==> src/cam_switch_pkg.sv <==
package cam_switch_pkg;

    // active picture size.
    localparam int H_ACT = 1280;
    localparam int V_ACT = 720;

    // coordinate widths.
    localparam int X_W = $clog2(H_ACT);
    localparam int Y_W = $clog2(V_ACT);

    // input beat to output beat, in main_clk cycles.
    localparam int PIX_DELAY  = 5;
    localparam int DLY_STAGES = PIX_DELAY - 1;  // last stage sits in the aligner.

    // key must hold a new level this long.
    localparam int DEBOUNCE_CYCLES = 16;
    localparam int DEB_CNT_W       = $clog2(DEBOUNCE_CYCLES);

    // 2048 pixels hold more than one active line.
    localparam int FIFO_AW = 11;

    typedef struct packed {
        logic [7:0] r;
        logic [7:0] g;
        logic [7:0] b;
    } rgb_t;

    // one video beat as carried by both cameras.
    typedef struct packed {
        logic           hsync;
        logic           vsync;
        logic           de;
        rgb_t           pix;
        logic [X_W-1:0] x;
        logic [Y_W-1:0] y;
    } video_beat_t;

    typedef enum logic {
        CAM_MINOR = 1'b0,
        CAM_MAIN  = 1'b1
    } cam_sel_e;

    // white is shown when no minor pixel is queued.
    localparam rgb_t FILL_PIX = '{r: 8'hff, g: 8'hff, b: 8'hff};

endpackage : cam_switch_pkg

==> src/minor_frame_aligner.sv <==
`timescale 1ns/10ps

module minor_frame_aligner (
    input  logic                        main_clk,
    input  logic                        rstn,
    input  cam_switch_pkg::video_beat_t i_beat,
    input  cam_switch_pkg::cam_sel_e    i_cam_sel,
    input  cam_switch_pkg::rgb_t        i_fifo_pix,
    input  logic                        i_fifo_empty,
    output logic                        o_fifo_rd_en,
    output cam_switch_pkg::video_beat_t o_beat
);

    logic                        minor_on;
    cam_switch_pkg::video_beat_t merged;

    assign minor_on = i_cam_sel == cam_switch_pkg::CAM_MINOR;

    // one minor pixel per delayed main active beat.
    assign o_fifo_rd_en = i_beat.de && minor_on && !i_fifo_empty;

    // timing fields always come from main.
    always_comb begin
        merged = i_beat;
        if (minor_on) begin
            merged.pix = i_fifo_empty ? cam_switch_pkg::FILL_PIX : i_fifo_pix;
        end
    end

    // final pipeline stage.
    always_ff @(posedge main_clk or negedge rstn) begin
        if (!rstn) begin
            o_beat <= '0;
        end else begin
            o_beat <= merged;
        end
    end

endmodule : minor_frame_aligner

==> config.mk <==
export PLATFORM = sky130hd
export DESIGN_NAME = minor_frame_aligner
export DESIGN_NICKNAME = d
export VERILOG_FILES = /design/src/cam_switch_pkg.sv /design/src/minor_frame_aligner.sv
export SDC_FILE = /design/constraint.sdc
export NUM_CORES = 1
export LEC_CHECK = 0
export ABC_AREA = 1
export BUFFER_PORTS_ARGS = -buffer_cell sky130_fd_sc_hd__buf_2
export CAP_MARGIN = 20
export CORE_MARGIN = 5
export CORE_UTILIZATION = 39
export CTS_CLUSTER_SIZE = 12
export DETAILED_ROUTE_END_ITERATION = 8
export PLACE_DENSITY_LB_ADDON = 0.2
export SLEW_MARGIN = 40
export SYNTH_ARGS = -nofsm -noshare
export SYNTH_HDL_FRONTEND = slang
export SYNTH_SLANG_ARGS = --single-unit
==> constraint.sdc <==
create_clock -name main_clk -period 0.9 [get_ports main_clk]
set_input_delay 0.18 -clock main_clk [delete_from_list [all_inputs] [get_ports main_clk]]
set_output_delay 0.18 -clock main_clk [all_outputs]
set_load 0.01 [all_outputs]
==> metrics <==
hpwl dp 3380 µm; TritonCTS clock tree yes; total CTS buffers 5; Detail Route Antenna Nets 0; synth top area cells dfrtp_1, nand2_1, o21ai_2; most common cell after layout, fill and taps aside buf_2; largest net degree at the start of global routing 49; DR vias/cell 4.39; met3 wire length 440 µm; Mapped Area 1630 µm²; cell row count 23; GRT Total Usage 16.7%; Antenna diodes 0; initial antenna violation count 0; Final min period 0.993 ns; grt ovf 0; Layout area overhead 68.1%; Synth Net Count 206; Worst path max stage delay 0.38 ns; Synth Warn # 0; Placed Cells 303; Worst Slack Setup Final -0.0930 ns; CP max FO 1; DRT Pass-1 Iters 4; Final Slew Violations 0; DIE HEIGHT 74.7 µm; sequential cell area 1200 µm²; synthesized area per cell 12.6 µm²; post-synthesis cell type count 11; CP delay by family, top flip-flops; most frequent cells in the layout buf_2, nand2_1, dfrtp_1; kind of critical path reg2out; CTS root buf clkbuf_8; maximum VDD drop 948 µV; failing checks setup timing; min-delay worst type in2reg; share of layout cells above drive strength 1 51.9%; starting density of the core 40.5%; CP endpoint kind output pin; core area 4030 µm²; Static Leak 1.45 nW; Gate Count Post-Synth 130; WP data arrival 0.81 ns; Slew Limit Headroom 83.0%; number of ports placed on the die boundary 125; Worst-path clk slew 0.08 ns; Max-Cap Viols 0; slowest stage cell, crit path dfrtp_1; PortBufs 124; DR WL met2 2570 µm; # setup viols final 48; die area 5580 µm²; area of the multi-input gates 344 µm²; fin area 2750 µm²; pwr/cell area 1670 nW/µm²; Nets 360; unrepaired setup endpoints after global routing true; CP Launch Type flop; register area share after synthesis 73.6%; Largest Register o_beat; Chip Width 74.7 µm; Layout Utilization 68.1%; first-pass GRT wire length 7000 µm; final WL 4810 µm; Worst EP required 0.72 ns; Synth Register Bits 48; status finished, violations left; TritonCTS Sinks 48; initial DRC count 39; cell breakdown of the critical path buf_2; Largest regs o_beat x48; Final Hold Fails 0; via count 1469; Placed Instance Area 2310 µm²; RePlAce Congestion 0.721; top cell type's share of synthesized area 73.6%; worst-margin pin slew 0.255 ns; number of non-filler instances in the completed layout 335; Place WS 0.0154 ns; Avg WL per Cell 14.4 µm; Yosys top cell by area dfrtp_1; DRC 0; Post-CTS Setup Inserts 0; fillers 311; fmax 1010 MHz; Tcrit/Tclk final 110%; wl on met1 1750 µm; WP buf/inv 1; max reg flops 48; vias in the first global route 1511; clk buf depth 2; H-tree Lvls 2; top sig layer met4
[metrics by stage]
stage	TNS (ns)	hold WS [ns]	total power [W]
2_1_floorplan	0	-0.116	0.00262
3_3_place_gp	0	0.183	0.00299
3_5_place_dp	0	0.185	0.00301
4_1_cts	-3.78	0.00435	0.00459
5_1_grt	-5.02	0.0118	0.00480
6_report	-3.29	0.0256	0.00458
[report_power, final]
group | internal (W) | switching [W]
clock | 0.000824 | 0.000653
combinational | 0.000406 | 0.000352
sequential | 0.00229 | 0.0000478
total | 0.00352 | 0.00105
[kinds of logic after synthesis]
kind of cell / count (synthesis) / synth area share, %
AND/OR/NAND/NOR: 50 / 11.6
flip-flops: 48 / 73.6
AO/OA/AOI/OAI: 24 / 9.43
buffers and inverters: 8 / 5.36
[final timing paths]
kind | startpoint | endpoint | slack (ns) | depth (start not counted)
setup / recovery | o_beat[10] | o_beat[10] | -0.09 | 1
max in group asynchronous | rstn | o_beat[14] | 0.27 | 3
hold / removal | i_beat[45] | o_beat[45] | 0.03 | 1
min in group asynchronous | rstn | o_beat[16] | 0.42 | 3
[Yosys cell counts]
| master | count |
|---|---|
| dfrtp_1 | 48 |
| nand2_1 | 48 |
| o21ai_0 | 11 |
| o21ai_2 | 9 |
| o21ai_1 | 4 |
| buf_4 | 3 |
| buf_6 | 3 |
| buf_12 | 1 |
| inv_8 | 1 |
| nand2_2 | 1 |
| nor2_1 | 1 |
[routing by layer]
metal | global-route usage [%] | vias to the layer above
met2 | 30.1 | 77
li1 | - | 719
met4 | 5.34 | 0
met3 | 4.94 | 4
met5 | 0 | -
met1 | 19.1 | 669
[final cells by class]
| type | instances | area share, % |
|---|---|---|
| Sequential cell | 48 | 43.8 |
| Multi-Input combinational cell | 74 | 12.5 |
| Inverter | 1 | 0.410 |
| Timing Repair Buffer | 154 | 37.1 |
| Tap cell | 50 | 2.28 |
| Clock inverter | 2 | 1.28 |
| Clock buffer | 6 | 2.64 |
[what timing repair did]
| action | CTS | global route |
|---|---|---|
| gates resized for setup | 3 | 11 |
| hold buffers | 23 | 1 |
| hold endpoints to repair | 70 | 1 |
| setup endpoints to repair | 48 | 48 |
No activity file was read; power rests on OpenSTA's default activity.
