### src/cam_switch_pkg.sv
package cam_switch_pkg;

    // active picture size.
    localparam int H_ACT = 1280;
    localparam int V_ACT = 720;

    // coordinate widths.
    localparam int X_W = $clog2(H_ACT);
    localparam int Y_W = $clog2(V_ACT);

    // input beat to output beat, in main_clk cycles.
    localparam int PIX_DELAY  = 5;
    localparam int DLY_STAGES = PIX_DELAY - 1;  // last stage sits in the aligner.

    // key must hold a new level this long.
    localparam int DEBOUNCE_CYCLES = 16;
    localparam int DEB_CNT_W       = $clog2(DEBOUNCE_CYCLES);

    // 2048 pixels hold more than one active line.
    localparam int FIFO_AW = 11;

    typedef struct packed {
        logic [7:0] r;
        logic [7:0] g;
        logic [7:0] b;
    } rgb_t;

    // one video beat as carried by both cameras.
    typedef struct packed {
        logic           hsync;
        logic           vsync;
        logic           de;
        rgb_t           pix;
        logic [X_W-1:0] x;
        logic [Y_W-1:0] y;
    } video_beat_t;

    typedef enum logic {
        CAM_MINOR = 1'b0,
        CAM_MAIN  = 1'b1
    } cam_sel_e;

    // white is shown when no minor pixel is queued.
    localparam rgb_t FILL_PIX = '{r: 8'hff, g: 8'hff, b: 8'hff};

endpackage : cam_switch_pkg

### src/video_delay_line.sv
`timescale 1ns/10ps

module video_delay_line (
    input  logic                        main_clk,
    input  logic                        rstn,
    input  cam_switch_pkg::video_beat_t i_beat,
    output cam_switch_pkg::video_beat_t o_beat
);

    cam_switch_pkg::video_beat_t dly_q [cam_switch_pkg::DLY_STAGES];

    // one stage per clock toward the aligner.
    always_ff @(posedge main_clk or negedge rstn) begin
        if (!rstn) begin
            for (int i = 0; i < cam_switch_pkg::DLY_STAGES; i++) begin
                dly_q[i] <= '0;
            end
        end else begin
            dly_q[0] <= i_beat;
            for (int i = 1; i < cam_switch_pkg::DLY_STAGES; i++) begin
                dly_q[i] <= dly_q[i-1];
            end
        end
    end

    assign o_beat = dly_q[cam_switch_pkg::DLY_STAGES-1];

endmodule : video_delay_line
### config.mk
export PLATFORM = sky130hd
export DESIGN_NAME = video_delay_line
export DESIGN_NICKNAME = d
export VERILOG_FILES = /design/src/cam_switch_pkg.sv /design/src/video_delay_line.sv
export SDC_FILE = /design/constraint.sdc
export NUM_CORES = 1
export LEC_CHECK = 0
export BUFFER_PORTS_ARGS = -buffer_cell sky130_fd_sc_hd__buf_2
export CORE_MARGIN = 1
export CORE_UTILIZATION = 45
export CTS_CLUSTER_DIAMETER = 50
export DETAILED_ROUTE_END_ITERATION = 7
export PLACE_DENSITY = 0.65
export SLEW_MARGIN = 10
export SYNTH_ARGS = -nofsm -noshare
export SYNTH_HDL_FRONTEND = slang
export SYNTH_SLANG_ARGS = --single-unit
### constraint.sdc
create_clock -name main_clk -period 0.8 [get_ports main_clk]
set_input_delay 0.04 -clock main_clk [delete_from_list [all_inputs] [get_ports main_clk]]
set_output_delay 0.04 -clock main_clk [all_outputs]
set_load 0.01 [all_outputs]
==> results.json <==
{
  "leakagePower_nw": 3.20,
  "period_needed_ns": 0.994,
  "port_buffers": 97,
  "startpoint_type": "flop",
  "violations": "setup timing",
  "cts_sinks": 192,
  "grt-ovfl-total": 0,
  "post_dp_cell_area_sq_um": 5580,
  "slowest_delay_ns": 0.40,
  "tightestPinTransition_ns": 0.248,
  "fmax_ghz": 1.01,
  "io_pins": 98,
  "multi_input_area_sq_um": 0,
  "multi_input_gates": 0,
  "grt_max_degree": 39,
  "crit_path_start": "o_beat[23]$_DFF_PN0_",
  "hold_slack_ns": 0.0559,
  "drtAntennaViolNets": 0,
  "areaGrowthSynthToFinish_pct": 30.9,
  "synth_seq_cells": 192,
  "swShare_pct": 19.0,
  "crit_chain": "buf_6",
  "die_area_sq_um": 11900,
  "r2r_cells": 0,
  "fin_nets": 414,
  "timing.final.crit_share_pct": 124,
  "critPathRequiredTime_ns": 0.76,
  "criticalPathCategory": "flop to primary output",
  "p_comb_share_pct": 3.9,
  "ys_warn_count": 0,
  "grtUsageTotal_pct": 14.1,
  "finalHoldViolCount": 0,
  "seq_area_frac_synth_pct": 93.0,
  "viasPerCell": 3.98,
  "path_clk_slew_ns": 0.06,
  "clock_latency_ns": 0.42,
  "rows": 38,
  "worst_path_max_delay_cell": "dfrtp_1",
  "coreArea_sq_um": 11000,
  "critPathMaxFanout": 1,
  "power_density_nw_per_um2": 2940,
  "place.gp.congestion": 0.648,
  "critPathTopFamily": "flip-flops",
  "syn_area_sq_um": 5160,
  "end_kind": "primary output",
  "wire_per_inst_um": 13.6,
  "intPower_w": 0.0161,
  "postCtsSetupRepairBufs": 0,
  "path_buf_inv": 1,
  "design_area_sq_um": 6760,
  "antenna_found_initial": 0,
  "drive_gt1_share_pct": 35.1,
  "slew_headroom_pct": 83.4,
  "dp_hpwl_um": 3930,
  "drt-initial-drc-count": 50,
  "cp_num_cells": 1,
  "numCtsBuffers": 17,
  "fin_worst_skew_ns": 0.00676,
  "syn_inst": 240,
  "htree_levels": 4,
  "status": "complete, but fails checks",
  "clk_path_buf_depth": 2,
  "routed_wl_um": 7040,
  "grt_pass1_vias": 2281,
  "fin_ws_ns": -0.194,
  "n_antenna_cell": 0,
  "arrival_ns": 0.95,
  "cap_violations": 0,
  "die_x_um": 109,
  "p_clk_share_pct": 44.2,
  "hold_path_class": "primary input to async pin",
  "synth.distinct_cells": 2,
  "grt_first_pass_wirelength_um": 11300,
  "synth_nets": 290,
  "synth.avg_cell_area_sq_um": 21.5,
  "first_pass_iters": 2,
  "drv_slew": 0,
  "start_util_pct": 46.8,
  "vias": 2052,
  "rr_startpoint": "dly_q[184]$_DFF_PN0_",
  "clockRootBuffer": "clkbuf_16",
  "cts_tree": "yes",
  "rsz0062_at_grt": "yes",
  "drc": 0,
  "fp.dieH_um": 109,
  "peakVddDrop_mv": 1.83,
  "p_switching_w": 0.00379,
  "setup_viol": 48,
  "pwr-share-seq_pct": 51.9
}
## per-layer routing
metal	vias up	routed length, um	share of wire (%)	GRT usage, %
met3	17	437	6.2	6.28
li1	940	-	-	-
met2	81	3300	47	19.6
met5	-	0	0	0
met1	1014	3080	44	17.6
met4	0	220	3.1	9.56
## cell usage in the layout, fill, tap and decap left out
master         instances
buf_12                 4
buf_2                 85
buf_4                  3
buf_6                 11
bufinv_16              5
clkbuf_1               3
clkbuf_16             17
clkbuf_8               1
clkinv_2               3
clkinv_4               1
clkinvlp_4             2
dfrtp_1              192
dlygate4sd3_1         49
## sequential cells by signal, indices dropped and copies added (netlist names)
register,flops
dly_q,144
o_beat,48
## worst paths after layout
| kind | end | slack, ns |
|---|---|---|
| min reg2reg | o_beat[46]$_DFF_PN0_ | 0.34 |
| min | dly_q[145]$_DFF_PN0_ | 0.06 |
| min in group main_clk | dly_q[182]$_DFF_PN0_ | 0.25 |
| max reg2reg | dly_q[136]$_DFF_PN0_ | 0.30 |
| max | o_beat[23] | -0.19 |
| max in group asynchronous | dly_q[103]$_DFF_PN0_ | 0.27 |
## logic make-up after synthesis
logic type	Yosys count	synth area share (%)
flops	192	93.0
buf+inv	48	6.98
## power groups by stage
stage	combinational, W	clock (W)	sequential, W
floorplan	0.000244	0	0.0105
global placement	0.000557	0	0.0105
detailed placement	0.000572	0	0.0105
CTS	0.000761	0.00906	0.0103
global route	0.000865	0.00948	0.0104
finish	0.000772	0.00879	0.0103
## repair_timing
item / CTS / global route
endpoints found under the setup margin: 48 / 48
resized for setup: 0 / 11
hold buffers: 49 / 0
hold endpoints to repair: 240 / 0
## cell type report
type                  count  area, sq um
Timing Repair Buffer    153         1160
Tap cell                140          175
Sequential cell         192         4800
Clock inverter           11          189
Clock buffer             20          437
Fill cell               789         4270
## through the flow
stage	setup slack [ns]	power, W	TNS, ns	util, %	instances
5_1_grt	-0.221	0.0207	-9.39	61.3	516
4_1_cts	-0.201	0.0202	-8.49	60.7	516
3_3_place_gp	0.273	0.0110	0	50.6	436
3_5_place_dp	0.266	0.0111	0	50.6	436
6_report	-0.194	0.0199	-7.23	61.3	516
2_1_floorplan	0.293	0.0107	0	-	240
## cell usage after synthesis, drive strengths merged
library cell / instances / area [sq um]
dfrtp: 192 / 4800
buf: 48 / 360
Power figures use the tool's default switching activity.
