==> src/cam_switch_pkg.sv <==
package cam_switch_pkg;

    // active picture size.
    localparam int H_ACT = 1280;
    localparam int V_ACT = 720;

    // coordinate widths.
    localparam int X_W = $clog2(H_ACT);
    localparam int Y_W = $clog2(V_ACT);

    // input beat to output beat, in main_clk cycles.
    localparam int PIX_DELAY  = 5;
    localparam int DLY_STAGES = PIX_DELAY - 1;  // last stage sits in the aligner.

    // key must hold a new level this long.
    localparam int DEBOUNCE_CYCLES = 16;
    localparam int DEB_CNT_W       = $clog2(DEBOUNCE_CYCLES);

    // 2048 pixels hold more than one active line.
    localparam int FIFO_AW = 11;

    typedef struct packed {
        logic [7:0] r;
        logic [7:0] g;
        logic [7:0] b;
    } rgb_t;

    // one video beat as carried by both cameras.
    typedef struct packed {
        logic           hsync;
        logic           vsync;
        logic           de;
        rgb_t           pix;
        logic [X_W-1:0] x;
        logic [Y_W-1:0] y;
    } video_beat_t;

    typedef enum logic {
        CAM_MINOR = 1'b0,
        CAM_MAIN  = 1'b1
    } cam_sel_e;

    // white is shown when no minor pixel is queued.
    localparam rgb_t FILL_PIX = '{r: 8'hff, g: 8'hff, b: 8'hff};

endpackage : cam_switch_pkg

==> src/cam_select_ctrl.sv <==
`timescale 1ns/10ps

module cam_select_ctrl (
    input  logic                     main_clk,
    input  logic                     rstn,
    input  logic                     i_key,
    input  logic                     i_main_vsync,
    input  logic                     i_minor_vsync,
    input  logic                     i_minor_de,
    output cam_switch_pkg::cam_sel_e o_cam_sel,
    output logic                     o_fifo_clr,
    output logic                     o_fifo_wr_en
);

    logic                     press;
    cam_switch_pkg::cam_sel_e cam_req;
    logic                     main_vsync_d;
    logic                     commit;

    key_debounce u_key_debounce (
        .main_clk(main_clk),
        .rstn    (rstn    ),
        .i_key   (i_key   ),
        .o_press (press   )
    );

    // commit on the second cycle of main vsync so a single stray vsync beat is ignored.
    assign commit = main_vsync_d && i_main_vsync;

    always_ff @(posedge main_clk or negedge rstn) begin
        if (!rstn) begin
            cam_req      <= cam_switch_pkg::CAM_MAIN;
            main_vsync_d <= 1'b0;
            o_cam_sel    <= cam_switch_pkg::CAM_MAIN;
        end else begin
            main_vsync_d <= i_main_vsync;
            if (press) begin
                cam_req <= (cam_req == cam_switch_pkg::CAM_MAIN) ?
                           cam_switch_pkg::CAM_MINOR : cam_switch_pkg::CAM_MAIN;
            end
            if (commit) begin
                o_cam_sel <= cam_req;
            end
        end
    end

    // minor pixels are only queued while they can be shown.
    assign o_fifo_wr_en = i_minor_de && (o_cam_sel == cam_switch_pkg::CAM_MINOR);

    // empty the queue at every minor frame start and while main is on.
    assign o_fifo_clr = (o_cam_sel == cam_switch_pkg::CAM_MAIN) || i_minor_vsync;

endmodule : cam_select_ctrl

==> src/key_debounce.sv <==
`timescale 1ns/10ps

module key_debounce (
    input  logic main_clk,
    input  logic rstn,
    input  logic i_key,
    output logic o_press
);

    logic [1:0]                             key_sync;
    logic                                   key_level;  // accepted key level.
    logic [cam_switch_pkg::DEB_CNT_W-1:0]   stable_cnt;
    logic                                   key_differs;
    logic                                   cnt_done;

    assign key_differs = key_sync[1] != key_level;
    assign cnt_done    = stable_cnt == cam_switch_pkg::DEB_CNT_W'(
                             cam_switch_pkg::DEBOUNCE_CYCLES - 1);

    // raw key is asynchronous to main_clk.
    always_ff @(posedge main_clk or negedge rstn) begin
        if (!rstn) begin
            key_sync <= '0;
        end else begin
            key_sync <= {key_sync[0], i_key};
        end
    end

    always_ff @(posedge main_clk or negedge rstn) begin
        if (!rstn) begin
            stable_cnt <= '0;
            key_level  <= 1'b0;
            o_press    <= 1'b0;
        end else begin
            o_press <= 1'b0;
            if (key_differs) begin
                if (cnt_done) begin
                    stable_cnt <= '0;
                    key_level  <= key_sync[1];
                    o_press    <= key_sync[1];  // only the rising level counts.
                end else begin
                    stable_cnt <= stable_cnt + 1'b1;
                end
            end else begin
                // a bounce back restarts the count.
                stable_cnt <= '0;
            end
        end
    end

endmodule : key_debounce

==> config.mk <==
export PLATFORM = sky130hd
export DESIGN_NAME = cam_select_ctrl
export DESIGN_NICKNAME = d
export VERILOG_FILES = /design/src/cam_switch_pkg.sv /design/src/cam_select_ctrl.sv /design/src/key_debounce.sv
export SDC_FILE = /design/constraint.sdc
export NUM_CORES = 1
export LEC_CHECK = 0
export BUFFER_PORTS_ARGS = -buffer_cell sky130_fd_sc_hd__buf_4
export CORE_MARGIN = 2
export CORE_UTILIZATION = 30
export CTS_BUF_LIST = sky130_fd_sc_hd__clkbuf_8 sky130_fd_sc_hd__clkbuf_16
export DETAILED_ROUTE_END_ITERATION = 7
export GPL_TIMING_DRIVEN = 0
export PLACE_DENSITY_LB_ADDON = 0.25
export SLEW_MARGIN = 20
export SYNTH_ARGS = -nofsm -noshare
export SYNTH_HDL_FRONTEND = slang
export SYNTH_SLANG_ARGS = --single-unit
==> constraint.sdc <==
create_clock -name main_clk -period 2.2 [get_ports main_clk]
set_input_delay 0.22 -clock main_clk [delete_from_list [all_inputs] [get_ports main_clk]]
set_output_delay 0.22 -clock main_clk [all_outputs]
set_load 0.02 [all_outputs]
==> results.txt <==
- The run finished with clean final reports.
- Mapped Cells: 28
- Timing would allow up to around 800 MHz.
- Flop and latch count out of synthesis: 11
* Required time reported for the critical path endpoint: between 1500 and 2000 ps
* Worst-margin pin slew: between 300 and 400 ps
* Total inserted antenna cells: 0
* Fraction of final layout cells sized beyond drive strength 1: 0.415
* Post-synthesis net count: 35
* Clock buffer count from CTS: 3
* Count of port buffers added during placement: 8
- Final setup fails: 0
- Final antenna-violating net count: 0
- For the worst setup path, the data arrival time is just over 1000 ps.
* Global-route wire length before repair: 1130 um
- In this run the static leakage power is roughly 0.27 nW.
- Drt initial violations: 1
- Synthesized area divided by synthesized cell count: 14.9 sq um
- During synthesis, Yosys emitted a total of 0 warnings.
- Bufs on Longest Clock Path: 2
* RSZ-0062 raised after global routing: no
- Across the run, the number of max-cap violations was 0.
- Hold Crit Class: in2reg
* Number of library cell types mapped by synthesis: 16
- Post-CTS clock slew at the launch and capture registers of the worst setup and hold paths: 50 ps
- Number of remaining DRC errors: 0
- Type of the worst setup path: reg2out
- From left edge to right edge, the die measures 41.3 um.
* Via count: 255
* Remaining max-slew budget at the tightest pin: 0.758
* Overall die height: 41.3 um
* I/O pin total: 9
* TritonCTS clock tree: built
- Area of the mapped netlist: around 420 sq um
* Time the worst path needs with I/O delays and setup: between 1000 and 1500 ps
- Sequential area share after synthesis: 0.667
- After floorplanning, the core was divided into 13 placement rows.
* Final routed wirelength across all metal layers: 646 um
- Buffers added to address setup during post-CTS repair amount to 0.
* Maximum clock skew at final layout: between 1 and 1.5 ps
- Final hold analysis gives a worst-case slack of 93.8 ps.
* Core area: 1300 sq um
- The worst setup path is captured at an output pin.
- Along the worst path, the maximum fanout reaches 4.
- Final max-slew violation count: 0
* Final cell count without fillers: 56
- For this run, the detailed router's first-pass iteration total came to 3.
- Placer's final routability congestion estimate: 0.754
* Maximum level of the CTS H-tree: 1
- The number of antenna violations at the first check in global routing is 0.
- Dividing the detail-routed wire length by the instance count gives 11.5 um.
- Largest area contributor in the synthesized netlist: sky130_fd_sc_hd__dfrtp_1
* Power Dens Cells: 795 nW/um^2
* Category of the worst setup path launch point: flop
* Sink Count: 11
* Number of failing hold endpoints at the final stage: 0
- Of the post-synthesis cell area, the dominant cell type holds 0.541.
- Via/cell ratio: 4.55
* Clock tree root buffer cell: sky130_fd_sc_hd__clkbuf_8
- Clock latency on the worst-skew pair: 230 ps
- Initial Utilization: 0.320
- Synth top area cells: sky130_fd_sc_hd__dfrtp_1, sky130_fd_sc_hd__dfstp_2, sky130_fd_sc_hd__xnor2_1
* Aggregate global-route resource usage: 0.114
- For the final routed database, the setup TNS stands at 0 ps.
- Global route total overflow: 0
* Floorplan die area: 1700 sq um
- Synthesis-to-finish area growth: 32.1%
- After the last flow step, the layout net total stands at 49.
- Period Utilization, post-route: 0.568
- In this run, placement finished with an instance count of between 50 and 60.
- Via count of the first global-routing pass: 273
* Highest ir drop seen on vdd: 348 uV
- Largest net degree at the start of global routing: 12
[stage by stage]
step / total power, mW / util / worst slack (ps) / cell area [sq um]
finish: 0.438 / 0.423 / 950 / 551
global route: 0.467 / 0.423 / 914 / 551
CTS: 0.448 / 0.423 / 941 / 551
detailed placement: 0.249 / 0.381 / 1000 / 495
global placement: 0.247 / 0.381 / 1030 / 495
floorplan: 0.233 / - / 1060 / 417
[cell families after synthesis]
kind of cell    share of synthesized area
compound gates                     0.0541
xor+xnor                           0.0631
fa+ha+maj                          0.0300
flops                               0.667
mux                                0.0631
simple gates                        0.123
[layer usage]
layer,share of wire,track usage,up-vias
met5,0,0,-
met4,0.0093,0.121,0
met3,0.077,0.0326,2
met2,0.50,0.176,9
met1,0.41,0.118,121
li1,-,-,123
[report_power, final]
part / internal, mW / switching [mW]
Sequential: 0.210 / 0.00634
Clock: 0.122 / 0.0685
Combinational: 0.0170 / 0.0134
Total: 0.349 / 0.0883
[final timing paths]
path / end / from / slack [ps] / cells after the start
min in group asynchronous: u_key_debounce.o_press / rstn / 350 / 2
worst max register to register: u_key_debounce.key_level / u_key_debounce.stable_cnt[0] / 1000 / 3
worst min register to register: u_key_debounce.key_sync[1] / u_key_debounce.key_sync[0] / 360 / 0
worst max-delay path: o_fifo_clr / o_cam_sel / 950 / 2
worst min-delay path: u_key_debounce.key_sync[0] / i_key / 90 / 1
max in group asynchronous: o_cam_sel / rstn / 1630 / 2
[repair_timing]
action                    CTS  global route
hold buffers                1             0
resized for setup           0             0
hold endpoints to repair    9             0
[cells in the final DEF, fill, tap and decap left out, types with 2 or more instances in the layout]
master / n
sky130_fd_sc_hd__buf_4: 8
sky130_fd_sc_hd__clkbuf_8: 3
sky130_fd_sc_hd__dfrtp_1: 9
sky130_fd_sc_hd__dfstp_2: 2
sky130_fd_sc_hd__nor2b_1: 2
sky130_fd_sc_hd__nor3b_1: 2
sky130_fd_sc_hd__xnor2_1: 2
[Yosys cell counts]
cell	number
sky130_fd_sc_hd__xnor2_1	2
sky130_fd_sc_hd__a21o_1	1
sky130_fd_sc_hd__mux2_4	1
sky130_fd_sc_hd__nand2_1	1
sky130_fd_sc_hd__dfstp_2	2
sky130_fd_sc_hd__a31oi_1	1
sky130_fd_sc_hd__xor2_1	1
sky130_fd_sc_hd__ha_1	1
sky130_fd_sc_hd__nor3b_1	2
sky130_fd_sc_hd__or2_2	1
sky130_fd_sc_hd__mux2_2	1
sky130_fd_sc_hd__nor2_1	1
sky130_fd_sc_hd__dfrtp_1	9
sky130_fd_sc_hd__a311oi_1	1
sky130_fd_sc_hd__nor2b_1	2
sky130_fd_sc_hd__nand3_2	1
[final cells by class]
class	count	area (sq um)
timing repair buffer	9	70.1
tap	15	18.8
sequential	11	278
multi-input combinational	17	139
clock buffer	3	41.3
clock inverter	1	3.75
fill	130	751
[sequential cells by signal (all words and copies together), names as in the netlist]
name,cells
cam_req,1
main_vsync_d,1
o_cam_sel,1
u_key_debounce.key_level,1
u_key_debounce.key_sync,2
u_key_debounce.o_press,1
u_key_debounce.stable_cnt,4
[worst max-delay path: stages (launching register included)]
cell                      delay [ps]
sky130_fd_sc_hd__dfstp_2         380
sky130_fd_sc_hd__or2_2           270
sky130_fd_sc_hd__buf_4           160
No activity file was read; power rests on OpenSTA's default activity.
